**src/design/dwnld_pkg.sv**
```systemverilog
/*
 * Download front end shared definitions
 * Menu indexes, DDR base nibble, serializer timeout and the
 * packed structs for the HPS, DDR and core programming sides
 */
package dwnld_pkg;

    // HPS menu indexes
    localparam logic [7:0] IDX_ROM          = 8'd0;
    localparam logic [7:0] IDX_MOD          = 8'd1;
    localparam logic [7:0] IDX_NVRAM        = 8'd2;
    localparam logic [7:0] IDX_CHEAT        = 8'd16;
    localparam logic [7:0] IDX_LOCK         = 8'd17;
    localparam logic [7:0] IDX_DIPSW        = 8'd254;
    localparam logic [7:0] IDX_CHEAT_STATUS = 8'd255;

    localparam logic [3:0] DDR_BASE    = 4'd3;   // ROM image sits at 0x3000_0000
    localparam logic [5:0] SER_TIMEOUT = 6'h3f;  // Byte advances without ready after this

    typedef struct packed {
        logic        wr;     // One-cycle strobe
        logic [7:0]  index;
        logic [26:0] addr;
        logic [7:0]  dout;
    } hps_wr_t;

    typedef struct packed {
        logic        rd;
        logic [7:0]  burstcnt;
        logic [28:0] addr;   // 64-bit word address
    } ddr_req_t;

    typedef struct packed {
        logic        busy;
        logic [63:0] dout;
        logic        dout_ready;
    } ddr_rsp_t;

    typedef struct packed {
        logic        rom_wr;
        logic [26:0] addr;
        logic [7:0]  dout;
    } ioctl_t;

endpackage

```
**src/design/dwnld_cfg_regs.sv**
```systemverilog
/*
 * Configuration registers
 * Core mode, DIP switch and cheat banks written from the HPS stream
 */
module dwnld_cfg_regs import dwnld_pkg::*; #(
    parameter bit DIP_FROM_HPS = 1'b1
) (
    input  logic        clk,
    input  logic        rst,
    input  hps_wr_t     hps,
    input  logic [31:0] status,
    output logic [6:0]  core_mod,
    output logic [31:0] dipsw,
    output logic [31:0] cheat
);

    logic [3:0][7:0] dsw;
    logic [3:0][7:0] cheat_bytes;
    logic            bank_wr;    // Byte write to a 4-byte bank

    // Only the first four addresses of a bank are real
    assign bank_wr = hps.wr && hps.addr[24:2] == '0;

    assign dipsw = DIP_FROM_HPS ? dsw : status;  // OSD status or MRA bytes
    assign cheat = cheat_bytes;

    always_ff @(posedge clk or posedge rst) begin
        if (rst) begin
            core_mod    <= 7'd1;
            dsw         <= '0;
            cheat_bytes <= '0;
        end else begin
            // Fast IO sends each byte twice, odd copy is dropped
            if (hps.wr && hps.index == IDX_MOD && !hps.addr[0])
                core_mod <= hps.dout[6:0];
            if (bank_wr && hps.index == IDX_DIPSW)
                dsw[hps.addr[1:0]] <= hps.dout;          // Byte lane from addr
            if (bank_wr && hps.index == IDX_CHEAT_STATUS)
                cheat_bytes[hps.addr[1:0]] <= hps.dout;
        end
    end

endmodule

```
**config.mk**
```make
export PLATFORM = sky130hd
export DESIGN_NAME = dwnld_cfg_regs
export DESIGN_NICKNAME = d
export VERILOG_FILES = /design/src/design/dwnld_pkg.sv /design/src/design/dwnld_cfg_regs.sv
export SDC_FILE = /design/constraint.sdc
export NUM_CORES = 1
export LEC_CHECK = 0
export BUFFER_PORTS_ARGS = -buffer_cell sky130_fd_sc_hd__buf_2
export CAP_MARGIN = 15
export CORE_UTILIZATION = 49
export CTS_CLUSTER_DIAMETER = 40
export DETAILED_ROUTE_END_ITERATION = 16
export PLACE_DENSITY = 0.95
export SLEW_MARGIN = 20
export SYNTH_ARGS = -nofsm -noshare
export SYNTH_HDL_FRONTEND = slang
export SYNTH_SLANG_ARGS = --single-unit
```
**constraint.sdc**
```tcl
create_clock -name clk -period 2.94 [get_ports clk]
set_input_delay 0.147 -clock clk [delete_from_list [all_inputs] [get_ports clk]]
set_output_delay 0.147 -clock clk [all_outputs]
set_load 0.05 [all_outputs]
```
======== Yosys cells after proc, flatten, opt, wreduce, memory -nomap -nowiden ========
Cells that the tools add are included.
word-level totals
  register bits after elaboration ......... 71
  input bits .............................. 78
  output and inout bits ................... 71
  logic and storage cells ................. 26
cells by class
  magnitude comparators ................... 2
  equality and inequality tests ........... 3
  multiplexer cells ....................... 4
  reductions and logical operators ........ 8
operators by type and width
  kind                                                  count
  bitwise mux 32 bit                                    2
  zero test 23 bit                                      1
  demux 8 bit (select 2 bit)                            1
  equality test 8 bit (second input constant)           2
  equality test 8 x 1 -> 1 bit (second input constant)  1
  2-to-1 mux 8 bit                                      1
  logical AND 1 bit                                     6
  < comparator 2 x 3 -> 1 bit (second input constant)   1
  >= comparator 2 x 1 -> 1 bit (second input constant)  1
  zero test 1 bit                                       1

======== Depth between registers and ports, before layout ========
  depth after elaboration ................. 5
  depth in mapped cells ................... 5
  mapped depth without buffers ............ 4

======== Worst setup path after synthesis ========
OpenSTA, ideal clock, no wires.
  path type ............................... input to register
  start point ............................. in hps[31] (netlist bit)
  end point ............................... reg cheat_bytes, in the netlist cheat[16]
  library setup time ...................... 0.125 ns
  data arrival time ....................... 1.612 ns
  data required time ...................... 2.815 ns
  setup slack ............................. 1.203 ns
  cell stages on the path ................. 5
  buffers on the path ..................... 1
  cell sequence ........................... nor4_4 nand4_4 or4_4 buf_6 mux2_4
on the way
  cells in the longest elaborated chain, start to end .. 3
ends and longest elaborated chain
  what                             RTL line              source
  from (decl)                      dwnld_cfg_regs.sv:10  input hps_wr_t hps,
  zero test 23 bit                 dwnld_cfg_regs.sv:22  assign bank_wr = hps.wr && hps.addr[24:2] == '0;
  logical AND 1 bit                dwnld_cfg_regs.sv:22
  logical AND 1 bit                dwnld_cfg_regs.sv:38  if (bank_wr && hps.index == IDX_CHEAT_STATUS)
  to (signal, indexed assignment)  dwnld_cfg_regs.sv:39  cheat_bytes[hps.addr[1:0]] <= hps.dout;
  to (decl)                        dwnld_cfg_regs.sv:18  logic [3:0][7:0] cheat_bytes;
Every way passes these cells.
A chain may end at the register's enable or synchronous reset.

======== Worst setup path after layout ========
  start point ............................. in hps[17] (netlist bit)
  end point ............................... reg cheat_bytes, in the netlist cheat[11]
Same word-level chain as after synthesis.

==> implementation parameters <==
Parameter                              Value

Status
  Outcome    complete, no violations

Worst hold path
  Sink of the worst hold path    cheat[15]
  Worst hold path startpoint    hps[7]
  Worst hold path stage count    2
  Hold/Removal Path Class    in2reg

Worst setup path
  Kind of start point of the critical path    primary input
  Chain of cells forming the critical path    buf_2 -> nor4_2 -> nand4_1 -> nor4_4 -> mux2_4
  Worst R2R Path Depth    1
  Required time at the endpoint of the critical path    3160 ps
  Signal arrival time at the worst endpoint    1960 ps
  Longest individual stage delay on the worst path    680 ps
  Class of the most critical setup path    in2reg
  Launching point of the worst reg2reg path    cheat[11]
  FF-to-FF setup slack    2140 ps
  Peak fanout along the critical path    8
  Element type at the critical path end    flip-flop
  Critical-path cell with the highest stage delay    sky130_fd_sc_hd__nor4_4
  Worst R2R End    cheat[11]

Final layout
  Post-synthesis to final-layout area growth    27.2%
  Filler Cell Count    474
  Antenna cell count    0
  Leading cell type in the layout, fill and taps excluded    sky130_fd_sc_hd__buf_2
  Final Net Count    382
  Area of the multi-input gates    1230 um^2
  Post-layout util    65.1%
  Register Area    1780 um^2
  Leading cell types in the layout, fill and taps excluded    114 x sky130_fd_sc_hd__buf_2, 70 x sky130_fd_sc_hd__dfrtp_1, 39 x sky130_fd_sc_hd__mux2_2
  Final cell area excluding filler cells    3880 um^2
  Fraction of final layout cells with drive strength greater than 1    68.6%

Timing
  Setup repair after global routing missed its margin    false
  Number of hold-slack violations in the final timing report    0
  Largest clock skew in the final design    0 ps
  Maximum operating frequency    0.575 GHz
  Measured slew at the worst slew-check pin    829 ps
  Final period util    59.2%
  Tmin final    1740 ps
  Total negative setup slack    0 ps
  Worst slew margin relative to its limit    44.3%
  Final setup violation count    0
  Tightest hold margin    165 ps
  Max-slew violation total from the final report    0

Floorplanning
  Area of the core region    5960 um^2
  Count of pins on the block boundary    149
  Y dimension of the die    80.9 um
  Placement row count    28
  Initial core utilization    51.2%
  Width of the chip    80.9 um
  Die Outline Area    6540 um^2

Clock network
  CTS H-tree depth    3
  TritonCTS clock tree    built
  Clock transition at the registers of the reported paths    70 ps
  Clock insertion delay at the later pin of the skew report    330 ps
  Resized Gates After CTS    0
  Number of clock buffers inserted by TritonCTS    9
  Root buffer cell    sky130_fd_sc_hd__clkbuf_8
  Clock sink count    71
  Setup Buffers After CTS    0
  CTS max path bufs    2

Synth
  Post-synthesis sequential area ratio    58.3%
  Number of storage elements in the synthesis netlist    71
  Cells after synthesis    181
  Number of nets produced by synthesis    259
  Yosys synthesis warning count    0
  Combined area of all synthesized cells    3050 um^2
  Avg Cell Area, Syn    16.8 um^2
  Post-synthesis cell type count    24

Drt
  Average wire per standard cell    17.2 um
  DRT Pass-1 Iters    4
  Initial DRC Count    65
  Detailed-route via count    1990
  Total detailed-routing wirelength    6.62 mm
  Vias/cell    5.18
  ANT nets after route    0
  DRC    0

Job
  Number of violations of the max-capacitance limit    0

Global routing
  Antenna violations before repair    0
  Via count of the first global-routing pass    2013
  Global Route Usage Sum    21.8%
  Wire length of the first global-routing pass    10.4 mm
  Maximum number of pins on one net before global-route repair    35
  GRT Residual Overflow    0

Power
  Cell leakage power    2.24 nW
  Power density over cell area    458 nW/um^2
  Largest voltage drop on the vdd net    0.285 mV

Placed design
  Total half-perimeter wirelength after legalization and detailed placement    4.92 mm
  GPL Wtd Cong    0.785
  Number of I/O port buffers    114
  Placed inst area    3690 um^2
[critical path, delay by kind of cell]
kind,cells,cell delay [ps]
AND/OR/NAND/NOR,3,1340
multiplexers,1,360
buffers and inverters,1,100
[state kept, by name, indices dropped and copies added, names as in the netlist]
signal	cells
core_mod	7
cheat	32
dipsw	32
[cells in the mapped netlist, drive strengths merged]
cell type,count,area [um^2]
nor2b,2,12.5
clkbuf,1,3.75
nor4,7,110
nand3,1,5.00
buf,4,32.5
or4,2,22.5
nor4b,1,8.76
nor2,3,11.3
nand2,1,3.75
and4,6,53.8
dfrtp,70,1750
mux2,71,920
and3b,1,8.76
inv,2,7.51
dfstp,1,26.3
nand4,5,46.3
and2,2,12.5
and4bb,1,12.5
[power by group]
| group | internal [mW] | switching, mW | total [mW] |
|---|---|---|---|
| clock network | 0.351 | 0.347 | 0.697 |
| logic | 0.0335 | 0.0648 | 0.0983 |
| registers | 0.979 | 0.00123 | 0.980 |
[what timing repair did]
item / 4_1_cts / 5_1_grt
endpoints found under the setup margin: 0 / 0
hold buffers: 1 / 0
hold endpoints to repair: 32 / 0
[metal layers]
metal	vias up	track usage, %	routed length, um
met4	0	10.0	140
met5	-	0	0
li1	921	-	-
met1	991	28.1	2950
met3	15	5.39	321
met2	63	34.5	3210
[metrics by stage]
stage | instances | total power [mW] | worst slack, ps
after CTS | 384 | 1.79 | 1220
after global placement | 367 | 1.09 | 941
final | 384 | 1.78 | 1200
after floorplan | 181 | 1.04 | 998
after global routing | 384 | 1.84 | 1120
after detailed placement | 367 | 1.10 | 867
[cell type report]
type                            count  share of cell area (%)
Clock inverter                      3                   0.452
Inverter                            2                   0.194
Clock buffer                       13                    4.10
Tap cell                           75                    2.42
Multi-Input combinational cell    103                    31.6
Sequential cell                    71                    45.8
Timing Repair Buffer              117                    15.4
[kinds of logic (layout without fill, tap and decap cells)]
kind of cell / after synthesis / in the layout / share of synthesized area [%]
flip-flops: 71 / 71 / 58.3
AND/OR/NAND/NOR: 32 / 32 / 10.1
multiplexers: 71 / 71 / 30.2
buffers and inverters: 7 / 135 / 1.44
[worst max-delay path by stage]
stage / start / end / slack (ps) / cells past startpoint
3_3_place_gp: hps[31] / cheat[6] / 940 / 5
4_1_cts: hps[31] / cheat[11] / 1220 / 5
2_1_floorplan: rst / cheat[0] / 1000 / 1
3_5_place_dp: hps[17] / cheat[11] / 870 / 5
5_1_grt: hps[15] / cheat[11] / 1120 / 5
6_report: hps[17] / cheat[11] / 1200 / 5
Power figures use the tool's default switching activity.
