<file path="config.mk">
export PLATFORM = sky130hd
export DESIGN_NAME = ddr_burst_fetch
export DESIGN_NICKNAME = d
export VERILOG_FILES = /design/src/design/dwnld_pkg.sv /design/src/design/ddr_burst_fetch.sv
export SDC_FILE = /design/constraint.sdc
export NUM_CORES = 1
export LEC_CHECK = 0
export BUFFER_PORTS_ARGS = -buffer_cell sky130_fd_sc_hd__buf_4
export CORE_AREA = 10 10 82 84
export DETAILED_ROUTE_END_ITERATION = 8
export DIE_AREA = 0 0 92 94
export HOLD_SLACK_MARGIN = 0.15
export PLACE_DENSITY = 0.67
export SLEW_MARGIN = 5
export SYNTH_ARGS = -nofsm -noshare
export SYNTH_HDL_FRONTEND = slang
export SYNTH_SLANG_ARGS = --single-unit
</file>
<file path="constraint.sdc">
create_clock -name clk -period 2.35 [get_ports clk]
set_clock_uncertainty 0.15 [all_clocks]
set_input_delay 0.235 -clock clk [delete_from_list [all_inputs] [get_ports clk]]
set_output_delay 0.235 -clock clk [all_outputs]
set_load 0.02 [all_outputs]
</file>
<file path="src/design/dwnld_pkg.sv">
/*
 * Download front end shared definitions
 * Menu indexes, DDR base nibble, serializer timeout and the
 * packed structs for the HPS, DDR and core programming sides
 */
package dwnld_pkg;

    // HPS menu indexes
    localparam logic [7:0] IDX_ROM          = 8'd0;
    localparam logic [7:0] IDX_MOD          = 8'd1;
    localparam logic [7:0] IDX_NVRAM        = 8'd2;
    localparam logic [7:0] IDX_CHEAT        = 8'd16;
    localparam logic [7:0] IDX_LOCK         = 8'd17;
    localparam logic [7:0] IDX_DIPSW        = 8'd254;
    localparam logic [7:0] IDX_CHEAT_STATUS = 8'd255;

    localparam logic [3:0] DDR_BASE    = 4'd3;   // ROM image sits at 0x3000_0000
    localparam logic [5:0] SER_TIMEOUT = 6'h3f;  // Byte advances without ready after this

    typedef struct packed {
        logic        wr;     // One-cycle strobe
        logic [7:0]  index;
        logic [26:0] addr;
        logic [7:0]  dout;
    } hps_wr_t;

    typedef struct packed {
        logic        rd;
        logic [7:0]  burstcnt;
        logic [28:0] addr;   // 64-bit word address
    } ddr_req_t;

    typedef struct packed {
        logic        busy;
        logic [63:0] dout;
        logic        dout_ready;
    } ddr_rsp_t;

    typedef struct packed {
        logic        rom_wr;
        logic [26:0] addr;
        logic [7:0]  dout;
    } ioctl_t;

endpackage

</file>
<file path="src/design/ddr_burst_fetch.sv">
/*
 * DDR burst fetch
 * Reads the ROM image page by page and fills the burst buffer,
 * then hands the buffer to the serializer
 */
module ddr_burst_fetch import dwnld_pkg::*; #(
    parameter int BURST_W = 7
) (
    input  logic               clk,
    input  logic               rst,
    input  logic               ddr_mode,
    input  logic               tx_done,
    input  ddr_rsp_t           ddr_rsp,
    output ddr_req_t           ddr_req,
    output logic               buf_we,
    output logic [BURST_W-1:0] buf_addr,
    output logic               tx_start
);

    localparam int PW = 29 - 4 - BURST_W;  // Page bits left in the word address

    logic [BURST_W-1:0] beat;
    logic [PW-1:0]      page;
    logic               rd_q;
    logic               wait_data;  // Burst in flight
    logic               beat_in;

    assign ddr_req = '{
        rd:       rd_q,
        burstcnt: 8'd1 << BURST_W,
        addr:     {DDR_BASE, page, {BURST_W{1'b0}}}
    };

    // Beats only count while DDR is not stalling
    assign beat_in  = wait_data && ddr_rsp.dout_ready && !ddr_rsp.busy;
    assign buf_we   = beat_in;
    assign buf_addr = beat;

    always_ff @(posedge clk or posedge rst) begin
        if (rst) begin
            rd_q      <= 1'b0;
            wait_data <= 1'b0;
            tx_start  <= 1'b0;
            beat      <= '0;
            page      <= '0;
        end else if (!ddr_rsp.busy) begin     // Busy holds everything, rd included
            if (!ddr_mode) begin
                rd_q      <= 1'b0;
                wait_data <= 1'b0;
                tx_start  <= 1'b0;
                beat      <= '0;
                page      <= '0;              // Next download starts at base
            end else if (!wait_data) begin
                tx_start <= 1'b0;
                beat     <= '0;
                // Buffer is single banked, wait for it to drain
                if (tx_done && !tx_start) begin
                    rd_q      <= 1'b1;
                    wait_data <= 1'b1;
                end
            end else begin
                rd_q <= 1'b0;
                if (ddr_rsp.dout_ready) begin
                    beat <= beat + 1'b1;
                    if (&beat) begin          // Last beat of the burst
                        wait_data <= 1'b0;
                        tx_start  <= 1'b1;
                        page      <= page + 1'b1;
                    end
                end
            end
        end
    end

endmodule

</file>
* Yosys cells after proc, flatten, opt, wreduce, memory -nomap -nowiden
Index checks and enable logic that the tools add are counted.
** Word-level totals
- Flip-flop bits (word level) :: 28
- Input bits :: 70
- Logic and storage cells :: 43
** Cells by class
- Add/sub/neg operators :: 2
- Equality and inequality tests :: 6
- Multiplexer cells :: 19
- Bitwise logic cells :: 1
- Reductions and logical operators :: 10
** Operators with widths (count)
- $mux 18 :: 4
- $mux 7 :: 3
- $add 18x1->18 const B :: 1
- $mux 1 :: 12
- $add 7x1->7 const B :: 1
- $reduce_and 7->1 :: 1
- $ne 2x1->1 const B :: 3
- $reduce_and 2->1 :: 2
- $reduce_and 4->1 :: 1
- $logic_and 1x1->1 :: 3
- $ne 3x1->1 const B :: 1
- $ne 3x2->1 const B :: 1
- $ne 3x3->1 const B :: 1
- $reduce_and 3->1 :: 1
- $logic_not 1->1 :: 2
- $not 1->1 :: 1

* Logic depth before layout (Yosys ltp)
- Word-level depth :: 5
- Depth in mapped cells :: 6
- Depth with buffers taken out :: 5

* Least setup slack after synthesis
Ideal clock, no wire load.
- Path type :: register to register
- Start point :: reg beat[1], in the netlist buf_addr[1]
- End point :: reg page[15]
- Data arrival time :: 2082 ps
- Slack :: 47 ps
- Stages on the path, launching flop included :: 7
- Buffers on the path :: 1
- Cell sequence :: dfrtp_1 > ha_1 > nand2_1 > or4_4 > buf_6 > or4_1 > nand3_1
** On the way
- Longest elaborated chain between the ends :: 3
** RTL lines
- start, declared :: line ddr_burst_fetch.sv:22 : logic [BURST_W-1:0] beat;
- start signal, assigned :: line ddr_burst_fetch.sv:64 : beat <= beat + 1'b1;
- $reduce_and 7->1 :: line ddr_burst_fetch.sv:65 : if (&beat) begin
- $ne 2x1->1 (no line)
- $reduce_and 4->1 (no line)
- end signal, assigned :: line ddr_burst_fetch.sv:68 : page <= page + 1'b1;
- end, declared :: line ddr_burst_fetch.sv:23 : logic [PW-1:0] page;
No other way between the ends.
A chain may end at the register's enable or synchronous reset.

* Worst setup path in the final report
- Start point :: reg beat[1], in the netlist buf_addr[1]
- End point :: reg page[14]
Same word-level chain as after synthesis.

==> results.cfg <==
[outcome]
outcome = finished clean

[power]
sequentialPowerShare = 0.530
comb_power_share = 0.156
intPower_uw = 701
p_total_uw = 979
leakage_uw = 0.000953
switching_power_uw = 278
switching_share = 0.284
ir_drop_mv = 0.225
clockPowerShare = 0.314
power.density_nw_per_um2 = 475

[critical_path]
cp.required_ps = 2400
crit_buf_inv = 0
critical_path_class = reg2reg
setup.worst_path.start_class = flop
cp.arrival_ps = 2290
critPathCaptureType = flop
cp_max_fo = 5
cp_top_family = simple AND/OR/NAND/NOR gates
critPathSlowestCell = or4_4
slowest_delay_ps = 570
crit_chain = ha_1 > nand2_1 > or4_4 > or4_1 > o211ai_1

[clock_tree]
cts_resized = 0
tritoncts = done
worst_skew_pair.late_latency_ps = 280
htree_levels = 1
cts_root_buf = clkbuf_8
clkSlewWorstSetupHoldPaths_ps = 100
cts_max_path_buffers = 2
clock-sinks = 28
cts_inserted_buffers = 3

[finish]
area_growth_pct = 19.1
fin_nets = 302
n_antenna_cell = 0
nFillCells = 536
fin_area_sq_um = 2060
final_layout_size_suffix_gt1_frac = 0.201
layout_commonest_cell = buf_4
layout_common_cells = buf_4, dfrtp_1, conb_1

[synthesis]
yosys-top-cells-area = dfrtp_1, buf_4, nand3_1
synth_edf_count = 0
ys_seq_area_frac = 0.405
synth-main-ff-cell = dfrtp_1
ys_async_sr_fraction = 1.00
synth_area_per_cell_sq_um = 8.87
synth.top_cell.area_share = 0.405
syn_inst = 195
synthesis.area_sq_um = 1730
yosys_warnings = 0
synth_cell_types = 47
synth_seq_cells = 28
synth.largest_area_cell = dfrtp_1

[global_routing]
gr-total-overflow = 0
grt_max_degree = 29
grt_pass1_wl_mm = 7.46
grt_antenna_before_repair = 0
first_global_vias = 1531
gr-usage-all-layers = 0.103

[placed_design]
placed_area_sq_um = 1980
numPortBuffers = 33
hpwl_mm = 3.32
gp_congestion = 0.822

[min_path]
min_path_type = in2reg

[timing]
fin_crit_sh = 0.950
final-hold-violation-count = 0
rsz0062_at_grt = false
min_period_ps = 2230
tns_ps = 0
setup_viol = 0
final_max_slew_viol_count = 0
fmax_mhz = 448

[floorplanning]
die_x_um = 92
dieArea_sq_um = 8650
rows = 26
dieHeight_um = 94
design.core.area_sq_um = 5070
io_pins = 117
initial_utilization = 0.341

[detailed_routing]
ant_nets = 0
first_pass_iters = 4
via_count = 1507
vias_per_cell = 5.04
wl_per_cell_um = 14.8
drc = 0
wirelength_mm = 4.43
drt_iter0_drc = 124

[flow_run]
maxCapViolations = 0
## power groups by stage
| stage | combinational [uW] | sequential (uW) | clock (uW) |
|---|---|---|---|
| after floorplan | 114 | 539 | 0 |
| after CTS | 154 | 519 | 323 |
| after global routing | 169 | 525 | 337 |
| after global placement | 148 | 527 | 0 |
| final | 153 | 519 | 308 |
| after detailed placement | 151 | 528 | 0 |
## Yosys cell counts (2+ instances only)
cell / count
dfrtp_1: 28
buf_4: 20
nand2_1: 16
nand3_1: 13
nor2_1: 13
o21ai_0: 9
nand4_1: 8
nor4_1: 7
o21ai_1: 7
clkbuf_1: 6
nor3_1: 5
xnor2_1: 5
a21oi_1: 4
and3_1: 4
inv_1: 3
nand2b_1: 3
a21o_1: 2
a22o_1: 2
a31oi_1: 2
and3b_1: 2
and4_1: 2
conb_1: 2
ha_1: 2
mux2i_1: 2
nor2b_1: 2
o211ai_1: 2
or3_1: 2
or4_1: 2
or4b_1: 2
## final cells by class
| type | count | area (sq um) | share of cell area |
|---|---|---|---|
| inverters | 3 | 11.3 | 0.00547 |
| clock buffers | 4 | 55.1 | 0.0267 |
| multi-input cells | 153 | 892 | 0.433 |
| flip-flops and latches | 28 | 701 | 0.340 |
| repair buffers | 41 | 313 | 0.152 |
| well taps | 70 | 87.6 | 0.0425 |
## sequential cells by signal, indices dropped and copies added (netlist names)
register / cells
buf_addr: 7
rd_q: 1
tx_start: 1
page: 18
wait_data: 1
## metal layers
metal / share of wire / GRT usage / wire length [um]
met5: 0 / 0 / 0
met4: 0.015 / 0.0398 / 65
met3: 0.078 / 0.0376 / 345
met2: 0.46 / 0.166 / 2030
met1: 0.45 / 0.124 / 1990
## per-stage QoR
stage | utilization | worst slack [ps] | cells | hold WS, ps
after floorplan | - | 46.9 | 212 | 150
after global placement | 0.391 | 173 | 293 | 188
after global routing | 0.406 | 35.1 | 299 | 191
final | 0.406 | 117 | 299 | 165
after CTS | 0.406 | 118 | 299 | 158
after detailed placement | 0.391 | 140 | 293 | 189
## kinds of logic after synthesis
logic type / synth area share
flops: 0.405
xor+xnor: 0.0304
fa+ha+maj: 0.0145
other cells: 0.00434
mux: 0.0116
simple gates: 0.269
buf+inv: 0.116
compound gates: 0.149
## worst min-delay path, stage by stage
cell and delay, ps:
buf_4 110, mux2i_1 70, o21ai_0 140
## timing repair
action                    in CTS  in global routing
hold buffers                   2                  0
hold endpoints to repair      32                  0
buffers inserted               0                  0
## path summary, 6_finish.rpt
path	depth (start not counted)	from	slack, ps	to
worst max-delay path	5	buf_addr[1]	120	page[14]
worst min-delay path	3	ddr_rsp[0]	170	buf_addr[1]
worst max register to register	5	buf_addr[1]	120	page[14]
worst min register to register	1	rd_q	370	rd_q
max in group asynchronous	4	rst	1360	page[8]
min in group asynchronous	4	rst	430	page[13]
No activity file was read; power rests on OpenSTA's default activity.
