## config.mk

```make
export PLATFORM = sky130hd
export DESIGN_NAME = byte_serializer
export DESIGN_NICKNAME = d
export VERILOG_FILES = /design/src/design/dwnld_pkg.sv /design/src/design/byte_serializer.sv
export SDC_FILE = /design/constraint.sdc
export NUM_CORES = 1
export LEC_CHECK = 0
export BUFFER_PORTS_ARGS = -buffer_cell sky130_fd_sc_hd__buf_2
export CORE_MARGIN = 2
export CORE_UTILIZATION = 54
export DETAILED_ROUTE_END_ITERATION = 12
export GPL_ROUTABILITY_DRIVEN = 0
export PLACE_DENSITY_LB_ADDON = 0.1
export REMOVE_ABC_BUFFERS = 1
export SKIP_LAST_GASP = 1
export SYNTH_ARGS = -nofsm -noshare
export SYNTH_HDL_FRONTEND = slang
export SYNTH_SLANG_ARGS = --single-unit
```

## constraint.sdc

```tcl
create_clock -name clk -period 7.2 [get_ports clk]
set_input_delay 1.08 -clock clk [delete_from_list [all_inputs] [get_ports clk]]
set_output_delay 1.08 -clock clk [all_outputs]
set_load 0.05 [all_outputs]
```

## src/design/dwnld_pkg.sv

```systemverilog
/*
 * Download front end shared definitions
 * Menu indexes, DDR base nibble, serializer timeout and the
 * packed structs for the HPS, DDR and core programming sides
 */
package dwnld_pkg;

    // HPS menu indexes
    localparam logic [7:0] IDX_ROM          = 8'd0;
    localparam logic [7:0] IDX_MOD          = 8'd1;
    localparam logic [7:0] IDX_NVRAM        = 8'd2;
    localparam logic [7:0] IDX_CHEAT        = 8'd16;
    localparam logic [7:0] IDX_LOCK         = 8'd17;
    localparam logic [7:0] IDX_DIPSW        = 8'd254;
    localparam logic [7:0] IDX_CHEAT_STATUS = 8'd255;

    localparam logic [3:0] DDR_BASE    = 4'd3;   // ROM image sits at 0x3000_0000
    localparam logic [5:0] SER_TIMEOUT = 6'h3f;  // Byte advances without ready after this

    typedef struct packed {
        logic        wr;     // One-cycle strobe
        logic [7:0]  index;
        logic [26:0] addr;
        logic [7:0]  dout;
    } hps_wr_t;

    typedef struct packed {
        logic        rd;
        logic [7:0]  burstcnt;
        logic [28:0] addr;   // 64-bit word address
    } ddr_req_t;

    typedef struct packed {
        logic        busy;
        logic [63:0] dout;
        logic        dout_ready;
    } ddr_rsp_t;

    typedef struct packed {
        logic        rom_wr;
        logic [26:0] addr;
        logic [7:0]  dout;
    } ioctl_t;

endpackage

```

## src/design/byte_serializer.sv

```systemverilog
/*
 * Byte serializer
 * Sends the burst buffer to the core one byte at a time, LSB first,
 * pacing on prog_rdy with a timeout
 */
module byte_serializer import dwnld_pkg::*; #(
    parameter int BURST_W = 7
) (
    input  logic               clk,
    input  logic               rst,
    input  logic               tx_start,
    input  logic               prog_rdy,
    input  logic [63:0]        rdata,
    output logic [BURST_W-1:0] raddr,
    output ioctl_t             ser,
    output logic               tx_done
);

    localparam logic [1:0] ST_READ = 2'd0;  // Word address settles
    localparam logic [1:0] ST_LOAD = 2'd1;  // RAM data valid
    localparam logic [1:0] ST_SEND = 2'd2;
    localparam logic [1:0] ST_WAIT = 2'd3;  // Wait for ready or timeout

    logic [1:0]  st;
    logic [26:0] addr;       // Byte address, never cleared between bursts
    logic [63:0] shreg;
    logic [5:0]  timeout;
    logic        we;
    logic        running;
    logic        advance;

    assign raddr   = addr[BURST_W+2:3];  // Eight bytes per word
    assign running = !tx_done && !tx_start;
    assign advance = prog_rdy || timeout == SER_TIMEOUT;
    assign ser     = '{rom_wr: we, addr: addr, dout: shreg[7:0]};

    always_ff @(posedge clk or posedge rst) begin
        if (rst) begin
            tx_done <= 1'b1;
            addr    <= '0;
            we      <= 1'b0;
            st      <= ST_READ;
            timeout <= '0;
        end else if (tx_start) begin
            tx_done <= 1'b0;
            we      <= 1'b0;
            st      <= ST_READ;
            timeout <= '0;
        end else if (!tx_done) begin
            we      <= st == ST_SEND;  // rom_wr lasts one cycle
            timeout <= st == ST_SEND ? '0 : timeout + 1'b1;
            case (st)
                ST_READ: st <= ST_LOAD;
                ST_LOAD: st <= ST_SEND;
                ST_SEND: st <= ST_WAIT;
                ST_WAIT: begin
                    if (advance) begin
                        addr <= addr + 1'b1;
                        // New word needs a read cycle
                        st   <= &addr[2:0] ? ST_READ : ST_LOAD;
                        if (&addr[BURST_W+2:0])
                            tx_done <= 1'b1;  // Buffer empty
                    end
                end
            endcase
        end
    end

    always_ff @(posedge clk) begin
        if (running) begin
            if (st == ST_LOAD && addr[2:0] == 3'd0)
                shreg <= rdata;
            else if (st == ST_WAIT && advance)
                shreg <= shreg >> 8;     // Next byte to the bottom
        end
    end

endmodule

```

# After elaboration in Yosys (flattened, before gate mapping)
# Index checks and enable logic that the tools add are counted.
# word_totals
ff_bits,101
latchBits,0
mem_bits_rw,0
romBits,0
in_bits,68
output_inout_bits,44
elab_cells,47
n_memories,0
# op_classes
add_sub_neg,2
n_mul,0
div,0
n_lt_le_gt_ge,0
eq_ne,6
shift,0
muxes,17
bitwise_logic,2
reduce_logical,14
# ops
operator,n
64-bit two-way mux,2
"27-bit by 1-bit adder with 27-bit output, second input constant",1
6-bit two-way mux,3
10-bit AND reduction,1
1-bit two-way mux,8
2-bit one-hot mux with 4 select lines,1
"6-bit by 1-bit adder with 6-bit output, second input constant",1
"6-bit equality test, second input constant",1
2-bit two-way mux,3
"2-bit equality test, second input constant",2
2-bit AND reduction,2
4-bit AND reduction,1
1-bit logical AND,3
3-bit zero test,1
"3-bit != test, second input constant",1
3-bit AND reduction,1
"2-bit by 1-bit equality test with 1-bit output, second input constant",1
1-bit zero test,2
2-bit zero test,1
"2-bit != test, second input constant",1
1-bit inverter,2
2-bit nonzero test,1
1-bit logical OR,1

# Longest topological paths before layout
# logic_depth
word_depth,6
depth_mapped,8
depth_no_buf,6

# Worst setup path before layout
# OpenSTA, ideal clock, no wires.
# synth_timing
path_type,in2reg
start,input port tx_start
end,register shreg[0] (enable)
setup_ns,0.574
t_arrival_ns,5.960
slack_ns,0.665
path_stages,3
n_path_buf,1
cell_sequence,or2_1 buf_6 o21ai_0
# synth_between
elab_chain_cells,3
# synth_lines
element,line,source
from (decl),byte_serializer.sv:11,"input logic tx_start,"
1-bit zero test,byte_serializer.sv:33,assign running = !tx_done && !tx_start;
1-bit logical AND,byte_serializer.sv:33,
2-bit AND reduction (no line),n/a,
to (signal assigned),byte_serializer.sv:72,shreg <= rdata;
to (signal assigned),byte_serializer.sv:74,shreg <= shreg >> 8;
to (decl),byte_serializer.sv:26,logic [63:0] shreg;
# Every way passes these cells.
# A chain may end at the register's enable or synchronous reset.

# Worst setup path after layout
# layout_timing
start,input port tx_start
end,register shreg[17] (enable)
# The elaborated chain is that of the path after synthesis.

==> flow_metrics.tcl <==
set metrics [dict create \
    via_per_inst 5.065 \
    report.power.total_w 0.001665 \
    clk_path_buf_depth 2 \
    ios 112 \
    num_vias 3353 \
    synth-main-ff-cell "edfxtp_1" \
    ys.warnings.count 0 \
    dp_hpwl_um 5454 \
    arrival_ps 2950 \
    fmax_mhz 336.6 \
    synth_cells 459 \
    synth_area_mm2 0.004721 \
    cts_root_buf "clkbuf_8" \
    dieArea_mm2 0.009506 \
    cp_slowest_cell "buf_4" \
    syn2layout_area_growth_pct 14.95 \
    period_minus_slack_ps 2971 \
    power.density_mw_per_mm2 306.8 \
    cts.sink_count 101 \
    cts_buffers 9 \
    fin_tns_setup_ps 0 \
    ys_ff_latch 101 \
    skew_ps 13.61 \
    synthTopCellsByArea "edfxtp_1 41%, dfrtp_1 19%, nand2_1 14%" \
    post-cts-setup-buffers 0 \
    clk_pin_slew_ps 80 \
    final.period_utilization_pct 41.26 \
    slew_viol_final 0 \
    grtUsageTotal_pct 18.76 \
    synth.yosys.seq_area_share_pct 60.35 \
    final_common_cell "nand2_1" \
    power.leakage_nw 2.517 \
    maxSlewHeadroom_pct 28.45 \
    setup_viol 0 \
    antenna_found_initial 0 \
    yosysTopAreaCell "edfxtp_1" \
    grt_pass1_vias 3300 \
    ys_types 35 \
    max_cap_violations 0 \
    dieWidth_um 97.50 \
    dr.pass1.iters 4 \
    drc 0 \
    grt_max_degree 65 \
    grt-ovfl-total 0 \
    cp_data_required_time_ps 7180 \
    drt_wl_total_um 8593 \
    synth_top_area_share_pct 40.71 \
    drive_gt1_share_pct 24.37 \
    die_h_um 97.50 \
    synth-edff-count 64 \
    outcome "completed" \
    num_rows 34 \
    cts_htree_levels 3 \
    antenna_cells 0 \
    critPathLaunchType "input pin" \
    path_class "input pin to register" \
    hp-class "register to register" \
    port_buffers 111 \
    setup.worst_path.end_class "register" \
    holdBufCountCts 0 \
    ant_nets 0 \
    grt_pass1_wl_um 14450 \
    finalNetCount 625 \
    drtIter0Drc 124 \
    clkLatencyLatePin_ps 350 \
    ctsResizeCount 0 \
    path_cells "buf_2 > or2_1 > or3_1 > o21ai_4 > buf_4" \
    ir_drop_v 0.0001778 \
    hold_viol 0 \
    max_stage_delay_ps 650 \
    avgSynthCellArea_um2 10.28 \
    layout_common_cells "177 x nand2_1, 111 x buf_2, 64 x edfxtp_1, 36 x dfrtp_1, 22 x xnor2_1" \
    worst_pin_slew_ps 1073 \
    cts_tree "done" \
    core_region_area_mm2 0.008593 \
    start_util_pct 54.94 \
    async_flop_share_pct 36.63 \
    rsz0062_at_grt "no" \
    fillers 737 \
    wire_per_inst_um 12.98 \
    cp_max_fo 64 \
]
routing by layer:
layer	vias up	GRT usage, %	share of wire, %	wire length, µm
met5	-	0	0	0
met4	0	7.372	0.79	68
met3	5	3.597	4.6	397
met2	75	32.15	49	4240
met1	1577	23.60	45	3886
li1	1696	-	-	-
stage by stage:
step	cell area, µm²	std cells	setup slack [ps]	hold slack [ps]	utilization, %
floorplan	4513	424	553.1	490.5	-
global route	5426	662	4159	504.5	63.15
global placement	5245	646	3919	458.3	61.04
finish	5426	662	4229	467.5	63.15
detailed placement	5245	646	3872	462.4	61.04
CTS	5426	662	4249	474.3	63.15
cells in the mapped netlist, types with 2 or more instances:
cell,count
dfrtp_1,36
xor2_1,3
buf_6,2
a21oi_1,9
edfxtp_1,64
nand2b_1,2
nand4b_1,4
ha_1,8
or2_1,2
xnor2_1,22
o21ai_0,7
inv_1,9
mux2_1,2
nor4_4,2
nor3_1,9
and4_1,2
nand4_1,14
buf_4,16
nand3_1,11
and3_1,6
nand2_1,177
clkbuf_1,15
a31oi_1,3
and2_1,9
mux2i_1,2
nor2_1,14
where the power goes:
group / switching (W) / internal, W
registers: 0.0000396 / 0.000782
clock network: 0.000181 / 0.000157
logic: 0.000352 / 0.000153
total: 0.000573 / 0.00109
logic make-up (layout without fill, tap and decap cells):
family | Yosys count | in the layout | share of synthesized area (%)
fa+ha+maj | 8 | 8 | 2.120
buf+inv | 44 | 139 | 5.115
mux | 4 | 4 | 0.9011
flops | 101 | 101 | 60.35
simple gates | 257 | 257 | 24.60
compound gates | 20 | 20 | 2.279
xor+xnor | 25 | 25 | 4.638
layout make-up:
class                      instances  area [µm²]  area share, %
sequential                       101        2849          52.50
inverter                           9       33.78         0.6226
clock inverter                     6       53.80         0.9915
timing repair buffer             114       578.1          10.65
tap                              108       135.1          2.490
multi-input combinational        314        1649          30.39
clock buffer                      10       127.6          2.352
worst paths after layout:
kind | from | to | slack, ps | cells past startpoint
worst max-delay path | tx_start | shreg[17] | 4230 | 5
worst min-delay path | addr[26] | addr[26] | 470 | 1
worst max register to register | st[1] | shreg[17] | 4410 | 6
worst min register to register | addr[26] | addr[26] | 470 | 1
max in group asynchronous | rst | tx_done | 6020 | 3
min in group asynchronous | rst | addr[6] | 830 | 3
sequential cells by signal, indices dropped and copies added, names as in the netlist:
name	cells
tx_done	1
we	1
addr	27
shreg	64
st	2
timeout	6
worst max-delay path, delay by kind of cell:
| family | cells | cell delay [ps] |
|---|---|---|
| buffers and inverters | 2 | 820 |
| AOI/OAI and AO/OA | 1 | 90 |
| and+or+nand+nor | 2 | 910 |
(Power assumes the default switching activity.)
