<file path="config.mk">
export PLATFORM = sky130hd
export DESIGN_NAME = dwnld_ctrl
export DESIGN_NICKNAME = d
export VERILOG_FILES = /design/src/design/dwnld_pkg.sv /design/src/design/dwnld_ctrl.sv
export SDC_FILE = /design/constraint.sdc
export NUM_CORES = 1
export LEC_CHECK = 0
export ABC_AREA = 1
export BUFFER_PORTS_ARGS = -buffer_cell sky130_fd_sc_hd__buf_2
export CAP_MARGIN = 15
export CORE_MARGIN = 5
export CORE_UTILIZATION = 45
export DETAILED_ROUTE_END_ITERATION = 6
export PLACE_DENSITY = 0.77
export SYNTH_ARGS = -nofsm -noshare
export SYNTH_HDL_FRONTEND = slang
export SYNTH_SLANG_ARGS = --single-unit
</file>
<file path="constraint.sdc">
create_clock -name clk -period 10.12 [get_ports clk]
set_input_delay 1.012 -clock clk [delete_from_list [all_inputs] [get_ports clk]]
set_output_delay 1.012 -clock clk [all_outputs]
set_load 0.005 [all_outputs]
</file>
<file path="src/design/dwnld_pkg.sv">
/*
 * Download front end shared definitions
 * Menu indexes, DDR base nibble, serializer timeout and the
 * packed structs for the HPS, DDR and core programming sides
 */
package dwnld_pkg;

    // HPS menu indexes
    localparam logic [7:0] IDX_ROM          = 8'd0;
    localparam logic [7:0] IDX_MOD          = 8'd1;
    localparam logic [7:0] IDX_NVRAM        = 8'd2;
    localparam logic [7:0] IDX_CHEAT        = 8'd16;
    localparam logic [7:0] IDX_LOCK         = 8'd17;
    localparam logic [7:0] IDX_DIPSW        = 8'd254;
    localparam logic [7:0] IDX_CHEAT_STATUS = 8'd255;

    localparam logic [3:0] DDR_BASE    = 4'd3;   // ROM image sits at 0x3000_0000
    localparam logic [5:0] SER_TIMEOUT = 6'h3f;  // Byte advances without ready after this

    typedef struct packed {
        logic        wr;     // One-cycle strobe
        logic [7:0]  index;
        logic [26:0] addr;
        logic [7:0]  dout;
    } hps_wr_t;

    typedef struct packed {
        logic        rd;
        logic [7:0]  burstcnt;
        logic [28:0] addr;   // 64-bit word address
    } ddr_req_t;

    typedef struct packed {
        logic        busy;
        logic [63:0] dout;
        logic        dout_ready;
    } ddr_rsp_t;

    typedef struct packed {
        logic        rom_wr;
        logic [26:0] addr;
        logic [7:0]  dout;
    } ioctl_t;

endpackage

</file>
<file path="src/design/dwnld_ctrl.sv">
/*
 * Download control
 * Tracks the HPS download window, switches to DDR mode when a ROM
 * download ends with no bytes written, and muxes the ioctl port
 */
module dwnld_ctrl import dwnld_pkg::*; (
    input  logic    clk,
    input  logic    rst,
    input  logic    hps_download,
    input  hps_wr_t hps,
    input  logic    dwnld_busy,
    input  ioctl_t  ser,
    output logic    downloading,
    output logic    ddr_mode,
    output ioctl_t  ioctl,
    output logic    ioctl_ram,
    output logic    ioctl_cheat,
    output logic    ioctl_lock
);

    logic        last_dwn;
    logic        last_busy;
    logic        wr_seen;     // ROM byte arrived in this window
    logic        ddr_act;
    logic [26:0] ddr_len;
    logic [26:0] ser_base;    // Serializer address when DDR phase began
    logic [26:0] ser_addr;
    logic        dwn_rise;
    logic        dwn_fall;
    logic        busy_fall;
    logic        ddr_end;
    logic        to_ddr;

    assign dwn_rise  = hps_download && !last_dwn;
    assign dwn_fall  = !hps_download && last_dwn;
    assign busy_fall = last_busy && !dwnld_busy;
    assign to_ddr    = dwn_fall && downloading && !wr_seen;

    // Byte count of this DDR phase
    assign ser_addr = ser.addr - ser_base;
    assign ddr_end  = ddr_act && ser_addr == ddr_len;
    // Drops as soon as the last byte is acknowledged
    assign ddr_mode = ddr_act && !ddr_end;

    always_comb begin
        if (ddr_mode) begin
            ioctl = '{rom_wr: ser.rom_wr, addr: ser_addr, dout: ser.dout};
        end else begin
            ioctl.rom_wr = hps.wr && (hps.index == IDX_ROM || hps.index == IDX_NVRAM);
            ioctl.addr   = hps.addr;
            ioctl.dout   = hps.dout;
        end
    end

    always_ff @(posedge clk or posedge rst) begin
        if (rst) begin
            last_dwn    <= 1'b0;
            last_busy   <= 1'b0;
            wr_seen     <= 1'b0;
            downloading <= 1'b0;
            ddr_act     <= 1'b0;
        end else begin
            last_dwn  <= hps_download;
            last_busy <= dwnld_busy;
            if (dwn_rise && hps.index == IDX_ROM) begin
                downloading <= 1'b1;
                wr_seen     <= 1'b0;
            end else if (hps.wr && hps.index == IDX_ROM) begin
                wr_seen <= 1'b1;
            end
            if (dwn_fall && downloading && wr_seen)
                downloading <= 1'b0;                // Plain direct download
            if (to_ddr)
                ddr_act <= 1'b1;                    // ROM waits in DDR
            if (busy_fall || ddr_end) begin
                downloading <= 1'b0;
                ddr_act     <= 1'b0;
            end
        end
    end

    // HPS address at the end of the window is the ROM length
    always_ff @(posedge clk) begin
        if (to_ddr) begin
            ddr_len  <= hps.addr;
            ser_base <= ser.addr;
        end
    end

    always_ff @(posedge clk or posedge rst) begin
        if (rst) begin
            ioctl_ram   <= 1'b0;
            ioctl_cheat <= 1'b0;
            ioctl_lock  <= 1'b0;
        end else begin
            ioctl_ram   <= hps_download && hps.index == IDX_NVRAM;
            ioctl_cheat <= hps_download && hps.index == IDX_CHEAT;
            ioctl_lock  <= hps_download && hps.index == IDX_LOCK;
        end
    end

endmodule

</file>
# --- Word-level counts from Yosys, hierarchy flattened ---
# Index checks and enable logic that the tools add are counted.
op_classes:
  addsub: 1
  eq_ne: 4
  mux: 8
  n_reduce_logical: 25
ops:
  columns: ["operator", "count"]
  rows:
  - ["$mux 36", 1]
  - ["$eq 27x27->1", 1]
  - ["$sub 27x27->27", 1]
  - ["$eq 8x5->1 const B", 2]
  - ["$logic_and 1x1->1", 14]
  - ["$eq 8x2->1 const B", 1]
  - ["$logic_not 8->1", 1]
  - ["$mux 1", 7]
  - ["$logic_not 1->1", 5]
  - ["$reduce_bool 2->1", 2]
  - ["$reduce_bool 3->1", 1]
  - ["$logic_or 1x1->1", 2]
word_totals:
  ff_bits: 62
  inputBits: 84
  out_inout_bits: 41
  word_cells: 48

# --- Longest topological paths before layout ---
logic_depth:
  word_depth: 6
  ltp_mapped: 23
  mapped_depth_nobuf: 22

# --- Worst setup path after synthesis ---
# No wires, ideal clock.
synth_timing:
  kind: "input to register"
  startpoint: "in hps_download"
  endpoint: "reg ddr_len[0], enable pin"
  setup_ns: 0.535
  arrival_time_ns: 4.784
  setup_slack_ns: 4.801
  stages: 1
  path_cell_list: "nor3_1"
synth_between:
  elab_chain_len: 4
synth_rtl:
  columns: ["item", "line", "source"]
  rows:
  - ["start: declaration", "dwnld_ctrl.sv:9", "input logic hps_download,"]
  - ["$logic_not 1->1", "dwnld_ctrl.sv:35", "assign dwn_fall = !hps_download && last_dwn;"]
  - ["$logic_and 1x1->1", "dwnld_ctrl.sv:35", null]
  - ["$logic_and 1x1->1 (2 in a row)", "dwnld_ctrl.sv:37", "assign to_ddr = dwn_fall && downloading && !wr_seen;"]
  - ["end signal: assignment", "dwnld_ctrl.sv:85", "ddr_len <= hps.addr;"]
  - ["end: declaration", "dwnld_ctrl.sv:25", "logic [26:0] ddr_len;"]
# Every way passes these cells.
# A chain may end at the register's enable or synchronous reset.

==> qor.csv <==
metric,value,unit
outcome,"complete, no violations",
crit-path max FO,37,
Routability Congestion,0.926,
Sw Pwr,187,uW
# diodes,0,
VDD IR max,56.9,uV
Buf/Inv on CP,4,
vias in the first global route,5201,
family with the most delay on the worst path,simple AND/OR/NAND/NOR gates,
IO Pins,125,
Post-synth EDFFs,54,
pin count of the biggest net entering global routing,55,
post-route clock period utilization,51.6,%
Synth async-reset ratio,12.9,%
row count,40,
initial antenna violation count,0,
Post-Route M1 WL,6.75,mm
Clock Skew,0.00561,ns
Inserted Clock Buffers,9,
cells along the critical path,buf_2 > inv_1 > ha_1 > fa_1 > inv_1 > nand2_1 > nand2_1 > nand3_1 > nand2_2 > nand2_1 > nand2_1 > nand2_1 > nand3_1 > nand2_1 > nor2_1 > nand2_1 > nor3_2 > nand3_4 > nand2_4 > nand2_1 > nand2_1 > buf_2,
nets,1082,
worst slew pin tran,0.690,ns
detailed-route wire length,14.3,mm
Synth Area in XOR/XNOR,0.813,%
top routing layer used,met4,
Fin. Hold Viols,0,
"Distinct cells, synth",32,
Initial DRC Count,385,
# resized after CTS,0,
fmax,191,MHz
Final min period,5.23,ns
layout cells sized above 1,16.6,%
Area Growth Syn to Fin,19.9,%
critical path startpoint category,input port,
power per cell area,112,nW/um^2
DP HPWL,11.6,mm
fin. max-slew vios,0,
RSZ-0062 raised after global routing,no,
clock-pin slew on the worst setup and hold paths,0.05,ns
clk sink count,62,
adder-cell area share of the yosys netlist,6.41,%
total chip power,724,uW
first-pass GRT wire length,23.6,mm
CP peak stage delay,0.45,ns
core area,11900,um^2
Required @ worst endpoint,9.11,ns
Initial Util,45.4,%
"Cell Area, Synth",5380,um^2
"Setup violations, final",0,
Syn Inst Count,844,
critical path's slowest cell,nand2_4,
Syn Nets,955,
# DRC,0,
Yosys top cell area share,30.1,%
post-synthesis mux area share,0,%
CTS max path bufs,2,
Worst-Skew Late Latency,0.34,ns
Post-CTS Setup Bufs,0,
Comb pwr share,17.3,%
GR Util All Layers,20.3,%
clock root buffer,clkbuf_16,
Net Sw Frac,25.8,%
kind of end point of the critical path,output port,
Area contributors post-synth,"edfxtp_1 (30%), nand2_1 (24%), inv_1 (11%)",
H-tree depth,3,
Crit Path Category,input port to output port,
Synth Area in Simple Gates,43.9,%
drt via density,4.93,
max_slew headroom,54.0,%
Seq pwr share,38.7,%
DIE HEIGHT,119,um
DR WL/cell,12.7,um
Final Core Density,54.4,%
LEAKAGE,3.70,nW
hold buffer count at cts,0,
die area,14300,um^2
DRT Pass-1 Iters,5,
Most common cell on crit path,nand2_1,
largest family of logic cells by synthesized area,simple AND/OR/NAND/NOR gates,
Synth Area in Compound Gates,2.67,%
Die Span X,119,um
CTS tree,built,
Synth Warn #,0,
setup TNS,0,ns
clock network fraction of total power,44.0,%
GRT overflow,0,
ys flop type,edfxtp_1,
routed wl met2,6.29,mm
Commonest cells post-synth,"nand2_1 (342), inv_1 (156), nand3_1 (110)",
arrival time at the worst endpoint,4.21,ns
met3 WL post-DR,933,um
MaxCap Viol Count,0,
Final ANT Viol Nets,0,
Syn Area/Cell,6.38,um^2
via count,5533,
Yosys reg bits,62,
internal power,537,uW
top-count cell post-synth,nand2_1,
Port Buffer Count,124,
"Seq/Total Area, Yosys",33.8,%
cell taking the most area after synthesis,edfxtp_1,
Hold/Removal Path Class,register to register,
==> worst register-to-register path: stages, from the launching register on <==
cell and delay (ns):
edfxtp_1 0.32, inv_1 0.05, ha_1 0.36, nand2_1 0.11
nor2_1 0.29, nand2_1 0.11, a21oi_1 0.23, nand2_1 0.12
nand4_1 0.19, nand2_1 0.11, nand2_1 0.07, nand2_1 0.08
nor2_1 0.15, nand3_1 0.10, nor2_1 0.09, nand3_1 0.09
nand2_1 0.13, nor2_1 0.06
==> registers in the layout (all words and copies together), names as in the netlist <==
| register | flops |
|---|---|
| ddr_len | 27 |
| downloading | 1 |
| last_busy | 1 |
| ser_base | 27 |
| ioctl_ram | 1 |
| ioctl_lock | 1 |
| ddr_act | 1 |
| last_dwn | 1 |
| wr_seen | 1 |
| ioctl_cheat | 1 |
==> power by group through the flow <==
stage,Clock [mW],Combinational [mW],Sequential (mW)
after detailed placement,0,0.123,0.285
after floorplan,0,0.0778,0.285
after CTS,0.322,0.125,0.280
final,0.319,0.125,0.280
after global placement,0,0.121,0.285
after global routing,0.334,0.143,0.280
==> per-layer routing <==
metal,track usage (%),up-vias
met5,0,-
met4,7.44,0
met3,4.08,32
met2,31.8,177
met1,27.9,2413
li1,-,2911
==> metrics by stage <==
step / hold WS [ns] / cells / cell area, um^2 / setup slack, ns
after global routing: 0.602 / 1123 / 6460 / 4.50
after global placement: 0.531 / 1107 / 6140 / 4.95
after detailed placement: 0.567 / 1107 / 6140 / 4.88
final: 0.562 / 1123 / 6460 / 4.89
after floorplan: 0.486 / 844 / 5380 / 4.80
after CTS: 0.573 / 1123 / 6460 / 4.86
==> cells in the final DEF (no fill, tap or decap), types with 6 or more instances in the layout <==
cell type  Yosys  routed
a21oi_1       21      21
clkbuf_16      0       9
nand3_1      110     110
edfxtp_1      54      54
nand2_1      342     342
nor2_1        52      52
nand4_1       14      14
inv_1        156     156
ha_1          26      26
nand3b_1       6       6
nor3_1         9       8
dfrtp_1        8       8
buf_2          3     124
==> area by class of cell <==
type / instances / area (um^2)
Clock buffer: 13 / 270
Clock inverter: 3 / 42.5
Fill cell: 1196 / 5400
Inverter: 160 / 601
Multi-Input combinational cell: 612 / 2900
Sequential cell: 62 / 1820
Tap cell: 147 / 184
Timing Repair Buffer: 126 / 636
==> path summary, 6_finish.rpt <==
kind	start	to	slack (ns)	depth (start not counted)
worst max-delay path	ser[8]	ioctl[24]	4.89	22
worst min-delay path	last_busy	ddr_act	0.56	3
worst max register to register	ser_base[8]	downloading	7.37	17
worst min register to register	last_busy	ddr_act	0.56	3
max in group asynchronous	rst	last_busy	9.26	2
min in group asynchronous	rst	last_dwn	0.62	2
==> cells by family (layout without fill, tap and decap cells) <==
kind of cell	Yosys count	count (layout)
compound gates	27	27
xor+xnor	5	5
fa+ha+maj	27	27
buf+inv	170	302
flops	62	62
simple gates	553	553
Power figures use the tool's default switching activity.
